$ cat src/rtl/mem_test_pkg.sv
package mem_test_pkg;

  localparam int NUM_S = 4;
  localparam int SRAM_ADDR_WIDTH = 18;
  localparam int SRAM_DATA_WIDTH = 16;
  localparam int WORD_ADDR_WIDTH = 20;

  // Test region is NUM_BURSTS * NUM_BEATS words
  localparam int NUM_BURSTS = 4;
  localparam int NUM_BEATS = 16;

  localparam int RST_CYCLES = 16;

  localparam logic [15:0] PATTERN_KEY = 16'ha5c3;

  typedef logic [WORD_ADDR_WIDTH-1:0] word_addr_t;
  typedef logic [SRAM_ADDR_WIDTH-1:0] sram_addr_t;
  typedef logic [SRAM_DATA_WIDTH-1:0] sram_data_t;
  typedef logic [1:0] chip_sel_t;
  typedef logic [7:0] pass_cnt_t;

  typedef enum logic [1:0] {
    IDLE,
    WRITE,
    READ,
    WAIT_DONE
  } seq_state_t;

  // Pass count in the upper byte, word address in the lower byte
  function automatic sram_data_t pattern_word(pass_cnt_t pass, word_addr_t addr);
    return {pass, addr[7:0]} ^ PATTERN_KEY;
  endfunction

endpackage

$ cat src/rtl/pattern_gen.sv
`timescale 1ns/1ns

module pattern_gen (
  input  logic                     CLK,
  input  logic                     rst_n,
  output logic                     req,
  output logic                     req_we,
  output mem_test_pkg::word_addr_t req_addr,
  output mem_test_pkg::sram_data_t req_wdata,
  output logic                     req_last,
  output mem_test_pkg::pass_cnt_t  req_pass,
  input  logic                     test_done
);

  localparam int BEAT_W = $clog2(mem_test_pkg::NUM_BEATS);
  localparam int BURST_W = $clog2(mem_test_pkg::NUM_BURSTS);

  mem_test_pkg::seq_state_t state;
  mem_test_pkg::pass_cnt_t  pass;
  mem_test_pkg::word_addr_t addr;

  logic               phase;
  logic [ BEAT_W-1:0] beat;
  logic [BURST_W-1:0] burst;
  logic               last_beat;
  logic               last_burst;

  assign addr       = mem_test_pkg::word_addr_t'({burst, beat});
  assign last_beat  = beat == BEAT_W'(mem_test_pkg::NUM_BEATS - 1);
  assign last_burst = burst == BURST_W'(mem_test_pkg::NUM_BURSTS - 1);

  always_ff @(posedge CLK) begin
    if (!rst_n) begin
      state    <= mem_test_pkg::IDLE;
      pass     <= '0;
      phase    <= 1'b0;
      beat     <= '0;
      burst    <= '0;
      req      <= 1'b0;
      req_last <= 1'b0;
    end else begin
      req      <= 1'b0;
      req_last <= 1'b0;

      case (state)
        mem_test_pkg::IDLE: begin
          phase <= 1'b0;
          beat  <= '0;
          burst <= '0;
          state <= mem_test_pkg::WRITE;
        end

        mem_test_pkg::WRITE, mem_test_pkg::READ: begin
          phase <= !phase;
          // Request on even cycles only, one per port access time
          if (!phase) begin
            req      <= 1'b1;
            req_last <= (state == mem_test_pkg::READ) && last_beat && last_burst;
            if (last_beat) begin
              beat <= '0;
              if (last_burst) begin
                burst <= '0;
                state <= (state == mem_test_pkg::WRITE) ? mem_test_pkg::READ :
                                                          mem_test_pkg::WAIT_DONE;
              end else begin
                burst <= burst + 1'b1;
              end
            end else begin
              beat <= beat + 1'b1;
            end
          end
        end

        mem_test_pkg::WAIT_DONE: begin
          if (test_done) begin
            pass  <= pass + 1'b1;
            state <= mem_test_pkg::IDLE;
          end
        end

        default: state <= mem_test_pkg::IDLE;
      endcase
    end
  end

  always_ff @(posedge CLK) begin
    if ((state == mem_test_pkg::WRITE || state == mem_test_pkg::READ) && !phase) begin
      req_we    <= state == mem_test_pkg::WRITE;
      req_addr  <= addr;
      req_wdata <= mem_test_pkg::pattern_word(pass, addr);
      req_pass  <= pass;
    end
  end

endmodule

$ cat config.mk
export PLATFORM = sky130hd
export DESIGN_NAME = pattern_gen
export DESIGN_NICKNAME = d
export VERILOG_FILES = /design/src/rtl/mem_test_pkg.sv /design/src/rtl/pattern_gen.sv
export SDC_FILE = /design/constraint.sdc
export NUM_CORES = 1
export LEC_CHECK = 0
export BUFFER_PORTS_ARGS = -buffer_cell sky130_fd_sc_hd__buf_2
export CORE_MARGIN = 2
export CORE_UTILIZATION = 30
export CTS_CLUSTER_DIAMETER = 40
export DETAILED_ROUTE_END_ITERATION = 16
export GPL_TIMING_DRIVEN = 0
export PLACE_DENSITY = 0.54
export RECOVER_POWER = 25
export SYNTH_ARGS = -nofsm -noshare
export SYNTH_HDL_FRONTEND = slang
export SYNTH_SLANG_ARGS = --single-unit
$ cat constraint.sdc
create_clock -name CLK -period 5.9 [get_ports CLK]
set_input_delay 1.18 -clock CLK [delete_from_list [all_inputs] [get_ports CLK]]
set_output_delay 1.18 -clock CLK [all_outputs]
set_load 0.02 [all_outputs]
[Yosys cells after proc, flatten, opt, wreduce, memory -nomap -nowiden]
Index checks and enable logic that the tools add are counted.
Operators by class
  $mul: 0
  $add $sub $neg: 3
  magnitude comparators: 0
  mux-type cells: 15
  divide/modulo/power cells: 0
  reduce and logical (&&, ||, !) cells: 14
  shifts and indexed selects: 0
  bitwise operators: 3
  equality and inequality tests: 9
Operators with widths (count)
  $mux W2: 7
  $add A8 B1 Y8 const B: 1
  $mux W4: 2
  $ne A2 B2 Y1 const B: 4
  $not A8 Y8: 1
  $pmux W4 S2: 1
  $eq A2 B2 Y1 const B: 3
  $pmux W2 S3: 1
  $reduce_and A2 Y1: 3
  $add A4 B1 Y4 const B: 1
  $eq A4 B4 Y1 const B: 1
  $pmux W2 S2: 1
  $reduce_and A4 Y1: 1
  $logic_and A1 B1 Y1: 3
  $reduce_and A3 Y1: 1
  $reduce_or A3 Y1: 1
  $add A2 B1 Y2 const B: 1
  $eq A2 B1 Y1 const B: 1
  $logic_not A2 Y1: 1
  $mux W1: 2
  $not A1 Y1: 2
  $pmux W1 S2: 1
  $reduce_bool A2 Y1: 1
  $reduce_or A2 Y1: 1
  2 further kinds: 2
Word-level totals
  memory bits (writable): 0
  memories: 0
  logic and storage cells: 55
  output and inout port bits: 47
  bits in latches: 0
  bits in registers: 50
  input bits: 3
  memory bits (read-only): 0

[Longest topological paths before layout]
Gate-level depths: netlist of run 1.
  depth after elaboration: 6
  mapped depth: 7
  mapped depth without buffers: 6

[Least setup slack after synthesis of run 1]
Ideal clock, no wire load.
  kind: register to register
  from: register state[0]
  to: register req_addr[0] (enable)
  path slack: 3.625 ns
  data required time: 5.500 ns
  data arrival time: 1.875 ns
  stages on the path, launching flop included: 5
  path buffers: 1
  setup time: 0.400 ns
  period minus slack after synthesis: 2.275 ns
  cell sequence: dfxtp_1 > inv_1 > ha_1 > buf_2 > nor2_1
On the way
  cells in the longest elaborated chain, start to end: 3
  elaborated cells on any way between the ends: 4
  those cells by class: eq/ne: 2; reduce/logical: 2
RTL lines
  start: declaration: RTL line pattern_gen.sv:18  | mem_test_pkg::seq_state_t state;
  start signal: assignment: RTL line pattern_gen.sv:34  | state <= mem_test_pkg::IDLE;
  start signal: assignment: RTL line pattern_gen.sv:50  | state <= mem_test_pkg::WRITE;
  start signal: assignment: RTL line pattern_gen.sv:63  | state <= (state == mem_test_pkg::WRITE) ? mem_test_pkg::READ :
  $eq A2 B1 Y1 or $eq A2 B2 Y1 (tied branches): RTL line pattern_gen.sv:87  | if ((state == mem_test_pkg::WRITE || state == mem_test_pkg::READ) && !phase) begin
  $logic_or A1 B1 Y1 (*): RTL line pattern_gen.sv:87
  $logic_and A1 B1 Y1 (*): RTL line pattern_gen.sv:87
  end signal: assignment: RTL line pattern_gen.sv:89  | req_addr <= addr;
  end: declaration: RTL line pattern_gen.sv:8  | output mem_test_pkg::word_addr_t req_addr,
Every way passes the cells marked *; elsewhere a longest branch is shown, timed or not.
A chain may end at the register's enable or synchronous reset.

==> summary.txt, run 1 <==
Global route
  • Initial antenna violation count: 0
  • Vias in the first global route: 1049
  • Pin count of the biggest net entering global routing: 18
  • Total track usage: 9.703%
  • Remaining global-route overflow: 0
  • First-pass GRT wire length: 4657 um

Drt
  • Final ANT Viol Nets: 0
  • Final wirelength: 2793 um
  • Initial DRC count: 40
  • Post-DR vias/cell: 3.989
  • Per-cell routed wire length: 9.800 um
  • Residual DRC count: 0
  • Vias: 1137
  • TritonRoute pass-1 iters: 4

Pwr
  • Clock power frac: 18.5%
  • Pint: 0.0007211 W
  • Sequential share of power: 39.1%
  • Pwr Density: 523.0 nW/um^2
  • Peak VDD IR: 0.0002455 V
  • Switch Pwr: 0.0004240 W
  • Leakage: 0.9256 nW
  • Sw frac: 37.02%
  • Comb pwr share: 42.3%

Critical path
  • Critical Path Fanout Max: 2
  • Worst r2r dst: req_addr[2]
  • CP arrival: 970 ps
  • R2R cell count: 5
  • Worst R2R Start: state[0]
  • CP max-delay cell: edfxtp_1
  • Worst Path Required: 4720 ps
  • Register-to-register setup slack: 3990 ps
  • Crit-path cells: buf_4 -> buf_2
  • Startpoint Class: flop
  • Crit Path Class: reg2out
  • Slowest stage delay, CP: 390 ps
  • CP endpoint kind: output pin

Logic synthesis
  • Area leader, netlist: edfxtp_1
  • Yosys warns: 0
  • EDFF count, synth: 21
  • Register area share after synthesis: 57.88%
  • Top FF cell, synth: edfxtp_1
  • Post-synth top area share: 36.10%
  • Mapped cell area: 1747 sq um
  • Post-Syn Area per Cell: 11.13 sq um
  • Area contributors post-synth: edfxtp_1 36%, dfxtp_1 22%, buf_4 10%
  • Synth cell types: 35
  • Cells after Synth: 157
  • FF+latch count, synth: 40
  • Post-synth ARST share: 0%

CTS
  • # Post-CTS Setup Buffers: 0
  • Clk root buf: clkbuf_8
  • Clock transition at path regs: 70 ps
  • TritonCTS clock tree: done
  • H-tree depth: 2
  • Clock buffer count from CTS: 5
  • Clock sinks: 40
  • Post_cts resized: 0
  • Worst skew pair latency: 290 ps
  • CTS Hold Buffers Added: 0
  • Bufs on Longest Clock Path: 2

Floorplan
  • Die height: 80.31 um
  • FP Rows: 27
  • I/O pin count: 50
  • Die X: 80.31 um
  • Starting density of the core: 31.34%
  • Die ar.: 6449 sq um
  • CORE AREA: 5574 sq um

Final layout
  • Area growth syn-to-layout: 25.36%
  • Final Core Density: 39.28%
  • N_diodes: 0
  • Fillers: 567
  • Ratio of cells with drive above 1 in the final layout: 31.92%
  • Final design area excluding fillers: 2190 sq um
  • Nets: 222

STA
  • Crit share post-route: 36.44%
  • Rel. slew slack: 65.72%
  • # setup viols final: 0
  • Slew @ Worst Pin: 514.2 ps
  • Fin crit period: 2150 ps
  • Clock skew: 9.253 ps
  • Final setup TNS: 0 ps
  • Max Freq: 465.2 MHz
  • Final slew viol count: 0
  • RSZ-0062 raised after global routing: false
  • Hold slack: 475.9 ps
  • Hold Vio Cnt, Final: 0

Status
  • Status: completed

Worst hold path
  • Hold wc startpoint: burst[1]
  • WHS Path Cells: 0
  • Hold EP: req_wdata[5]
  • Worst min path class: reg2reg

Place
  • Cell Area, Placed: 2085 sq um
  • Dpl hpwl: 2024 um
  • GP Congestion: 0.7857
  • Port Buffers: 33

Flow run
  • MaxCap Viol Count: 0
## worst max path at each step
stage / start / endpoint / slack [ps] / depth (start not counted)
floorplan: state[0] / req_addr[0] / 3620 / 4
global placement: state[0] / beat[1] / 3020 / 6
detailed placement: rst_n / pass[7] / 3660 / 4
CTS: req_addr[4] / req_wdata[4] / 3730 / 2
global route: req_addr[4] / req_wdata[4] / 3690 / 2
finish: req_addr[4] / req_wdata[4] / 3750 / 2
## through the flow
step	setup slack, ps	power (W)	std cells
after floorplan	3625	0.0007811	171
after global placement	3015	0.0009069	276
after detailed placement	3665	0.0009467	277
after CTS	3729	0.001163	285
after global routing	3688	0.001220	285
final	3750	0.001145	285
## layout make-up
type | instances | area (sq um) | share of cell area [%]
Tap cell | 72 | 90.09 | 4.114
Buffer | 27 | 192.7 | 8.800
Clock inverter | 3 | 37.54 | 1.714
Sequential cell | 40 | 1011 | 46.17
Clock buffer | 5 | 68.82 | 3.143
Timing Repair Buffer | 34 | 191.4 | 8.743
Inverter | 12 | 45.04 | 2.057
Multi-Input combinational cell | 92 | 553.0 | 25.26
## metal layers
| layer | track usage (%) | share of wire, % | vias to the layer above | wire length, um |
|---|---|---|---|---|
| met3 | 2.360 | 6.4 | 7 | 178 |
| li1 | - | - | 604 | - |
| met2 | 14.75 | 43 | 36 | 1209 |
| met5 | 0 | 0 | - | 0 |
| met4 | 7.627 | 3.5 | 0 | 97 |
| met1 | 11.65 | 47 | 490 | 1308 |
## synth_stat cells, types with 2 or more instances
master / n
nor2_1: 11
nand3_1: 6
nor4_1: 2
inv_1: 12
or3_1: 2
ha_1: 7
xnor2_1: 5
buf_4: 24
dfxtp_1: 19
clkbuf_1: 2
and2b_1: 2
o21ai_0: 4
a21oi_1: 7
and3_1: 2
edfxtp_1: 21
conb_1: 2
nor3_1: 5
nand2_1: 7
## kinds of logic (layout without fill, tap and decap cells)
kind of cell | after synthesis | in the layout | synth area share, %
simple gates | 45 | 45 | 13.47
flops | 40 | 40 | 57.88
buf+inv | 39 | 81 | 13.61
compound gates | 17 | 17 | 6.018
fa+ha+maj | 7 | 7 | 5.014
xor+xnor | 6 | 6 | 3.009
other cells | 2 | 16 | 0.4300
mux | 1 | 1 | 0.5731
## critical path: cells and delay by family, from the launching register on
kind,cells,cell delay (ps)
buf+inv,2,280
flops,1,390
## power by group through the flow
stage	Sequential (W)	Combinational (W)	Clock, W
detailed placement	0.000455	0.000491	0
CTS	0.000450	0.000492	0.000220
finish	0.000448	0.000485	0.000212
floorplan	0.000537	0.000244	0
global route	0.000460	0.000530	0.000230
global placement	0.000459	0.000448	0
## placed cells by master, fill, tap and decap left out, types with 5 or more instances in the layout
cell type and n:
dfxtp_1 19, conb_1 16, buf_2 33, clkbuf_8 5, ha_1 7, nand3_1 6, a21oi_1 7, buf_4 24
nor2_1 10, inv_1 12, edfxtp_1 21, nor3_1 5, nand2_1 7, xnor2_1 5
## flip-flops by register name, summed over array words and instances, names as in the netlist
signal,cells
req_addr,5
req_we,1
beat,4
req_pass,8
state,2
phase,1
burst,2
req_last,1
req_wdata,7
req,1
pass,8
Note: power is estimated with default switching activity, not from simulation.
==> inputs of run 2 (changes only) <==
==> constraint.sdc (replaced) <==
create_clock -name CLK -period 2.1 [get_ports CLK]
set_input_delay 0.42 -clock CLK [delete_from_list [all_inputs] [get_ports CLK]]
set_output_delay 0.42 -clock CLK [all_outputs]
set_load 0.02 [all_outputs]
==> run 2 against run 1 <==
Design area fell by 0.57%; clock-buffer cell count up 1; setup slack lost 3600 ps; routed wire length grew 0.36%; combinational power grew to 2.6 times the previous value; clock skew shrank 4.9 ps; sequential power grew to 2.8 times the previous value; critical path depth up 2; global-route usage down 0.054 points; sequential share of layout area grew 0.27 points; non-clock buffer count down 1; critical path type is now reg2reg; critical endpoint is now req_wdata[13]; highest routed layer unchanged.
==> summary.txt, run 2 (synthesized netlist as in run 1, its figures left out) <==
Critical path
  • Worst R2R Start: state[0] (unchanged)
  • Critical Path Fanout Max: 22 (was 2)
  • Crit-path cells: inv_1 -> ha_1 -> buf_2 -> nor2_4 (was buf_4 -> buf_2)
  • Slowest stage delay, CP: 520 ps (was 390 ps)
  • Worst r2r dst: req_wdata[13] (was req_addr[2])
  • Crit Path Class: reg2reg (was reg2out)
  • Worst Path Required: 2030 ps (was 4720 ps)
  • Startpoint Class: flop (unchanged)
  • Register-to-register setup slack: 170 ps (was 3990 ps)
  • CP arrival: 1860 ps (was 970 ps)
  • CP max-delay cell: nor2_4 (was edfxtp_1)
  • CP endpoint kind: flop (was output pin)
  • R2R cell count: 4 (was 5)

Worst hold path
  • Worst min path class: in2reg (was reg2reg)
  • WHS Path Cells: 2 (was 0)
  • Hold wc startpoint: rst_n (was burst[1])
  • Hold EP: beat[3] (was req_wdata[5])

Drt
  • Initial DRC count: 33 (was 40)
  • Per-cell routed wire length: 9.870 um (was 9.800 um)
  • Met2 routed WL: 1250 um (was 1209 um)
  • Vias: 1160 (was 1137)
  • M1 WL: 1283 um (was 1308 um)
  • Residual DRC count: 0 (unchanged)
  • TritonRoute pass-1 iters: 4 (unchanged)
  • Max Used Layer: met4 (unchanged)
  • Final ANT Viol Nets: 0 (unchanged)
  • Met3 wire len: 184 um (was 178 um)
  • Post-DR vias/cell: 4.085 (was 3.989)
  • Final wirelength: 2803 um (was 2793 um)

Floorplan
  • CORE AREA: 5574 sq um (unchanged)
  • Die height: 80.31 um (unchanged)
  • Die ar.: 6449 sq um (unchanged)
  • I/O pin count: 50 (unchanged)
  • FP Rows: 27 (unchanged)
  • Die X: 80.31 um (unchanged)
  • Starting density of the core: 31.34% (unchanged)

CTS
  • Bufs on Longest Clock Path: 2 (unchanged)
  • Clock buffer count from CTS: 5 (unchanged)
  • Clk root buf: clkbuf_8 (unchanged)
  • Clock transition at path regs: 70 ps (about the same)
  • # Post-CTS Setup Buffers: 0 (unchanged)
  • H-tree depth: 2 (unchanged)
  • Post_cts resized: 1 (was 0)
  • TritonCTS clock tree: done (unchanged)
  • Worst skew pair latency: 290 ps (about the same)
  • Clock sinks: 40 (unchanged)
  • CTS Hold Buffers Added: 0 (unchanged)

Global route
  • Pin count of the biggest net entering global routing: 23 (was 18)
  • Total track usage: 9.649% (was 9.703%)
  • First-pass GRT wire length: 4581 um (was 4657 um)
  • Vias in the first global route: 1001 (was 1049)
  • Initial antenna violation count: 0 (unchanged)
  • Remaining global-route overflow: 0 (unchanged)

STA
  • Rel. slew slack: 57.18% (was 65.72%)
  • # setup viols final: 0 (unchanged)
  • Final slew viol count: 0 (unchanged)
  • Hold slack: 415.0 ps (was 475.9 ps)
  • Max Freq: 518.0 MHz
  • Crit share post-route: 91.94%
  • Worst Slack Setup Final: 169.4 ps (was 3750 ps)
  • Clock skew: 4.321 ps (was 9.253 ps)
  • RSZ-0062 raised after global routing: false (unchanged)
  • Hold Vio Cnt, Final: 0 (unchanged)
  • Slew @ Worst Pin: 640.8 ps (was 514.2 ps)
  • Fin crit period: 1931 ps

Final layout
  • Non-Filler Instances: 284 (was 285)
  • Ratio of cells with drive above 1 in the final layout: 32.08% (was 31.92%)
  • Regs by FF count: pass (8), req_pass (8), req_wdata (7) (unchanged)
  • N_diodes: 0 (unchanged)
  • Area growth syn-to-layout: 24.64% (was 25.36%)
  • Nets: 221 (was 222)
  • Most common cell after layout, fill and taps aside: buf_2 (unchanged)
  • Most frequent cells in the layout: 33 x buf_2, 24 x buf_4, 21 x edfxtp_1 (unchanged)
  • Final Core Density: 39.06% (was 39.28%)

Pwr
  • Tot Pwr: 0.003170 W (was 0.001145 W)
  • Peak VDD IR: 0.0004299 V (was 0.0002455 V)
  • Leakage: 0.9183 nW (was 0.9256 nW)
  • Pwr Density: 1456 nW/um^2 (was 523.0 nW/um^2)

Place
  • Dpl hpwl: 2018 um (was 2024 um)
  • Placement Setup Slack: -204.4 ps (was 3665 ps)
  • Port Buffers: 33 (unchanged)
  • Cells after DPL: 276 (was 277)
  • GP Congestion: 0.7983 (was 0.7857)

Status
  • Status: completed (unchanged)

Flow run
  • MaxCap Viol Count: 0 (unchanged)
-- run 2: worst max-delay path: cells and delay by family (launching register included) --
family | cells | cell delay, ps
simple gates | 1 | 520
flops | 1 | 410
fa+ha+maj | 1 | 350
buf+inv | 2 | 280
-- run 2: stage by stage --
| step | area [sq um] | setup TNS [ps] |
|---|---|---|
| detailed placement | 2057 | -4393 |
| floorplan | 1802 | 0 |
| CTS | 2178 | 0 |
| finish | 2177 | 0 |
| global placement | 2057 | -4342 |
| global route | 2177 | 0 |
-- run 2: worst max-delay path by stage --
stage	from	end	slack, ps	depth (start not counted)
6_report	state[0]	req_wdata[13]	170	4
5_1_grt	state[0]	beat[1]	6	6
4_1_cts	state[0]	req_pass[0]	140	4
3_5_place_dp	state[0]	beat[1]	-200	6
3_3_place_gp	state[0]	beat[1]	-200	6
2_1_floorplan	state[0]	req_addr[0]	180	4
-- run 2: final cells by class --
cell class	count	area (sq um)
Buffer	27	192.7
Clock buffer	6	82.58
Clock inverter	2	33.78
Fill cell	580	3397
Inverter	12	45.04
Multi-Input combinational cell	92	558.0
Sequential cell	40	1011
Tap cell	72	90.09
Timing Repair Buffer	33	163.9
-- run 2: layer usage --
metal  vias to the layer above  global-route usage, %
li1                        609                      -
met1                       506                  11.06
met2                        37                  15.08
met3                         8                  3.258
met4                         0                  6.610
met5                         -                      0
-- run 2: power by group --
part           internal [W]  leakage [nW]  total [W]  switching (W)
sequential          0.00115         0.340    0.00127       0.000120
clock              0.000382        0.0588   0.000632       0.000250
combinational      0.000455         0.519    0.00127       0.000816
==> inputs of run 3 (changes only) <==
--- a/config.mk
+++ b/config.mk
@@ -5,7 +5,7 @@
 export SDC_FILE = /design/constraint.sdc
 export NUM_CORES = 1
 export LEC_CHECK = 0
-export BUFFER_PORTS_ARGS = -buffer_cell sky130_fd_sc_hd__buf_2
+export BUFFER_PORTS_ARGS = -buffer_cell sky130_fd_sc_hd__buf_4
 export CORE_MARGIN = 2
 export CORE_UTILIZATION = 30
 export CTS_CLUSTER_DIAMETER = 40
==> run 3 against run 2 <==
Maximum frequency is 2.9% higher; total power is 0.59% higher; routed wire length is 0.46% higher; critical path depth stayed put; via count is 1.0% higher; die area stayed put; clock skew is 5.2 ps higher; non-clock buffer count stayed put; critical path type unchanged.
==> summary.txt, run 3 (synthesized netlist as in run 1, its figures left out) <==
Status
  • Status: completed (unchanged)

Worst hold path
  • WHS Path Cells: 2 (unchanged)
  • Worst min path class: in2reg (unchanged)

CTS
  • Clock sinks: 40 (unchanged)
  • Worst skew pair latency: 290 ps (about the same)
  • Bufs on Longest Clock Path: 2 (unchanged)
  • H-tree depth: 2 (unchanged)
  • CTS Hold Buffers Added: 0 (unchanged)
  • Clock buffer count from CTS: 5 (unchanged)
  • Clock transition at path regs: 70 ps (about the same)
  • TritonCTS clock tree: done (unchanged)
  • Clk root buf: clkbuf_8 (unchanged)

STA
  • RSZ-0062 raised after global routing: false (unchanged)
  • Hold Vio Cnt, Final: 0 (unchanged)
  • # setup viols final: 0 (unchanged)
  • Fin crit period: 1876 ps (was 1931 ps)
  • Clock skew: 9.546 ps (was 4.321 ps)
  • Final setup TNS: 0 ps (unchanged)
  • Crit share post-route: 89.32% (was 91.94%)
  • Rel. slew slack: 57.30% (was 57.18%)
  • Final slew viol count: 0 (unchanged)
  • Slew @ Worst Pin: 638.9 ps (was 640.8 ps)
  • Max Freq: 533.1 MHz (was 518.0 MHz)

Critical path
  • R2R cell count: 4 (unchanged)
  • CP max-delay cell: nor2_4 (unchanged)
  • Worst Path Required: 2020 ps (was 2030 ps)
  • Crit-path cells: inv_1 -> ha_1 -> buf_2 -> nor2_4 (unchanged)
  • CP endpoint kind: flop (unchanged)
  • Crit Path Class: reg2reg (unchanged)
  • Startpoint Class: flop (unchanged)
  • Critical Path Fanout Max: 22 (unchanged)
  • CP arrival: 1790 ps (was 1860 ps)
  • Slowest stage delay, CP: 520 ps (about the same)

Place
  • GP Congestion: 0.7549 (was 0.7983)
  • Cell Area, Placed: 2140 sq um (was 2057 sq um)
  • Port Buffers: 33 (unchanged)
  • Dpl hpwl: 2053 um (was 2018 um)

Global route
  • First-pass GRT wire length: 4719 um (was 4581 um)
  • Remaining global-route overflow: 0 (unchanged)
  • Vias in the first global route: 1080 (was 1001)
  • Pin count of the biggest net entering global routing: 23 (unchanged)
  • Total track usage: 9.716% (was 9.649%)
  • Initial antenna violation count: 0 (unchanged)

Drt
  • Per-cell routed wire length: 9.915 um (was 9.870 um)
  • Final ANT Viol Nets: 0 (unchanged)
  • Initial DRC count: 58 (was 33)
  • Final wirelength: 2816 um (was 2803 um)
  • TritonRoute pass-1 iters: 4 (unchanged)
  • Residual DRC count: 0 (unchanged)
  • Vias: 1172 (was 1160)
  • Post-DR vias/cell: 4.127 (was 4.085)

Final layout
  • Ratio of cells with drive above 1 in the final layout: 31.60% (was 32.08%)
  • Most common cell after layout, fill and taps aside: buf_4 (was buf_2)
  • N_diodes: 0 (unchanged)
  • Area of the multi-input gates: 558.0 sq um (unchanged)
  • Area growth syn-to-layout: 27.58% (was 24.64%)
  • Fillers: 571 (was 580)
  • Final design area excluding fillers: 2228 sq um (was 2177 sq um)
  • Most frequent cells in the layout: 55 x buf_4, 21 x edfxtp_1, 18 x dfxtp_1 (was 33 x buf_2, 24 x buf_4, 21 x edfxtp_1)
  • Regs by FF count: pass (8), req_pass (8), req_wdata (7) (unchanged)
  • Nets: 221 (unchanged)
  • FF/Latch Area: 1012 sq um (was 1011 sq um)

Pwr
  • Tot Pwr: 0.003189 W (was 0.003170 W)
  • Pwr Density: 1431 nW/um^2 (was 1456 nW/um^2)
  • Peak VDD IR: 0.0004843 V (was 0.0004299 V)
  • Leakage: 0.9299 nW (was 0.9183 nW)

Floorplan
  • FP Rows: 27 (unchanged)
  • Die ar.: 6449 sq um (unchanged)
  • Die X: 80.31 um (unchanged)
  • Die height: 80.31 um (unchanged)
  • CORE AREA: 5574 sq um (unchanged)
  • Starting density of the core: 31.34% (unchanged)
  • I/O pin count: 50 (unchanged)

Flow run
  • MaxCap Viol Count: 0 (unchanged)
-- run 3: through the flow --
step	worst slack [ps]	cells	util (%)	hold WS [ps]
2_1_floorplan	184.6	171	-	434.1
3_3_place_gp	-210.7	276	38.38	455.6
3_5_place_dp	-205.6	276	38.38	460.6
4_1_cts	134.1	284	40.09	392.4
5_1_grt	64.67	284	39.98	392.3
6_report	224.3	284	39.98	399.1
-- run 3: final timing paths --
check / startpoint / end / slack (ps)
max reg2reg: state[0] / req_pass[7] / 220
min reg2reg: burst[1] / req_wdata[5] / 470
min: rst_n / beat[3] / 400
max: state[0] / req_pass[7] / 220
-- run 3: area by class of cell --
cell class,count,share of cell area (%)
sequential,40,45.42
multi-input combinational,92,25.04
timing repair buffer,33,10.78
buffer,27,8.647
clock buffer,8,4.043
tap,72,4.043
inverter,12,2.021
-- run 3: timing repair --
item | in CTS | in global routing
gates resized for setup | 1 | 1
setup buffers | 0 | 0
endpoints found under the setup margin | 22 | 1
-- run 3: critical path, delay by kind of cell, from the launching register on --
family | cells | cell delay (ps)
DFF | 1 | 380
adders and majority gates | 1 | 340
and+or+nand+nor | 1 | 520
buffers and inverters | 2 | 270
-- run 3: where the power goes --
group	total [W]	switching, W	internal, W	leakage, nW
clock	0.000507	0.000239	0.000268	0.0455
sequential	0.00128	0.000126	0.00115	0.341
combinational	0.00141	0.000823	0.000584	0.544
-- run 3: routing by layer --
layer | global-route usage, % | part of all wire [%] | vias to the layer above
met1 | 11.05 | 45 | 526
met2 | 15.67 | 45 | 36
met4 | 5.593 | 2.5 | 0
met5 | 0 | 0 | -
met3 | 3.483 | 7.4 | 5
li1 | - | - | 605
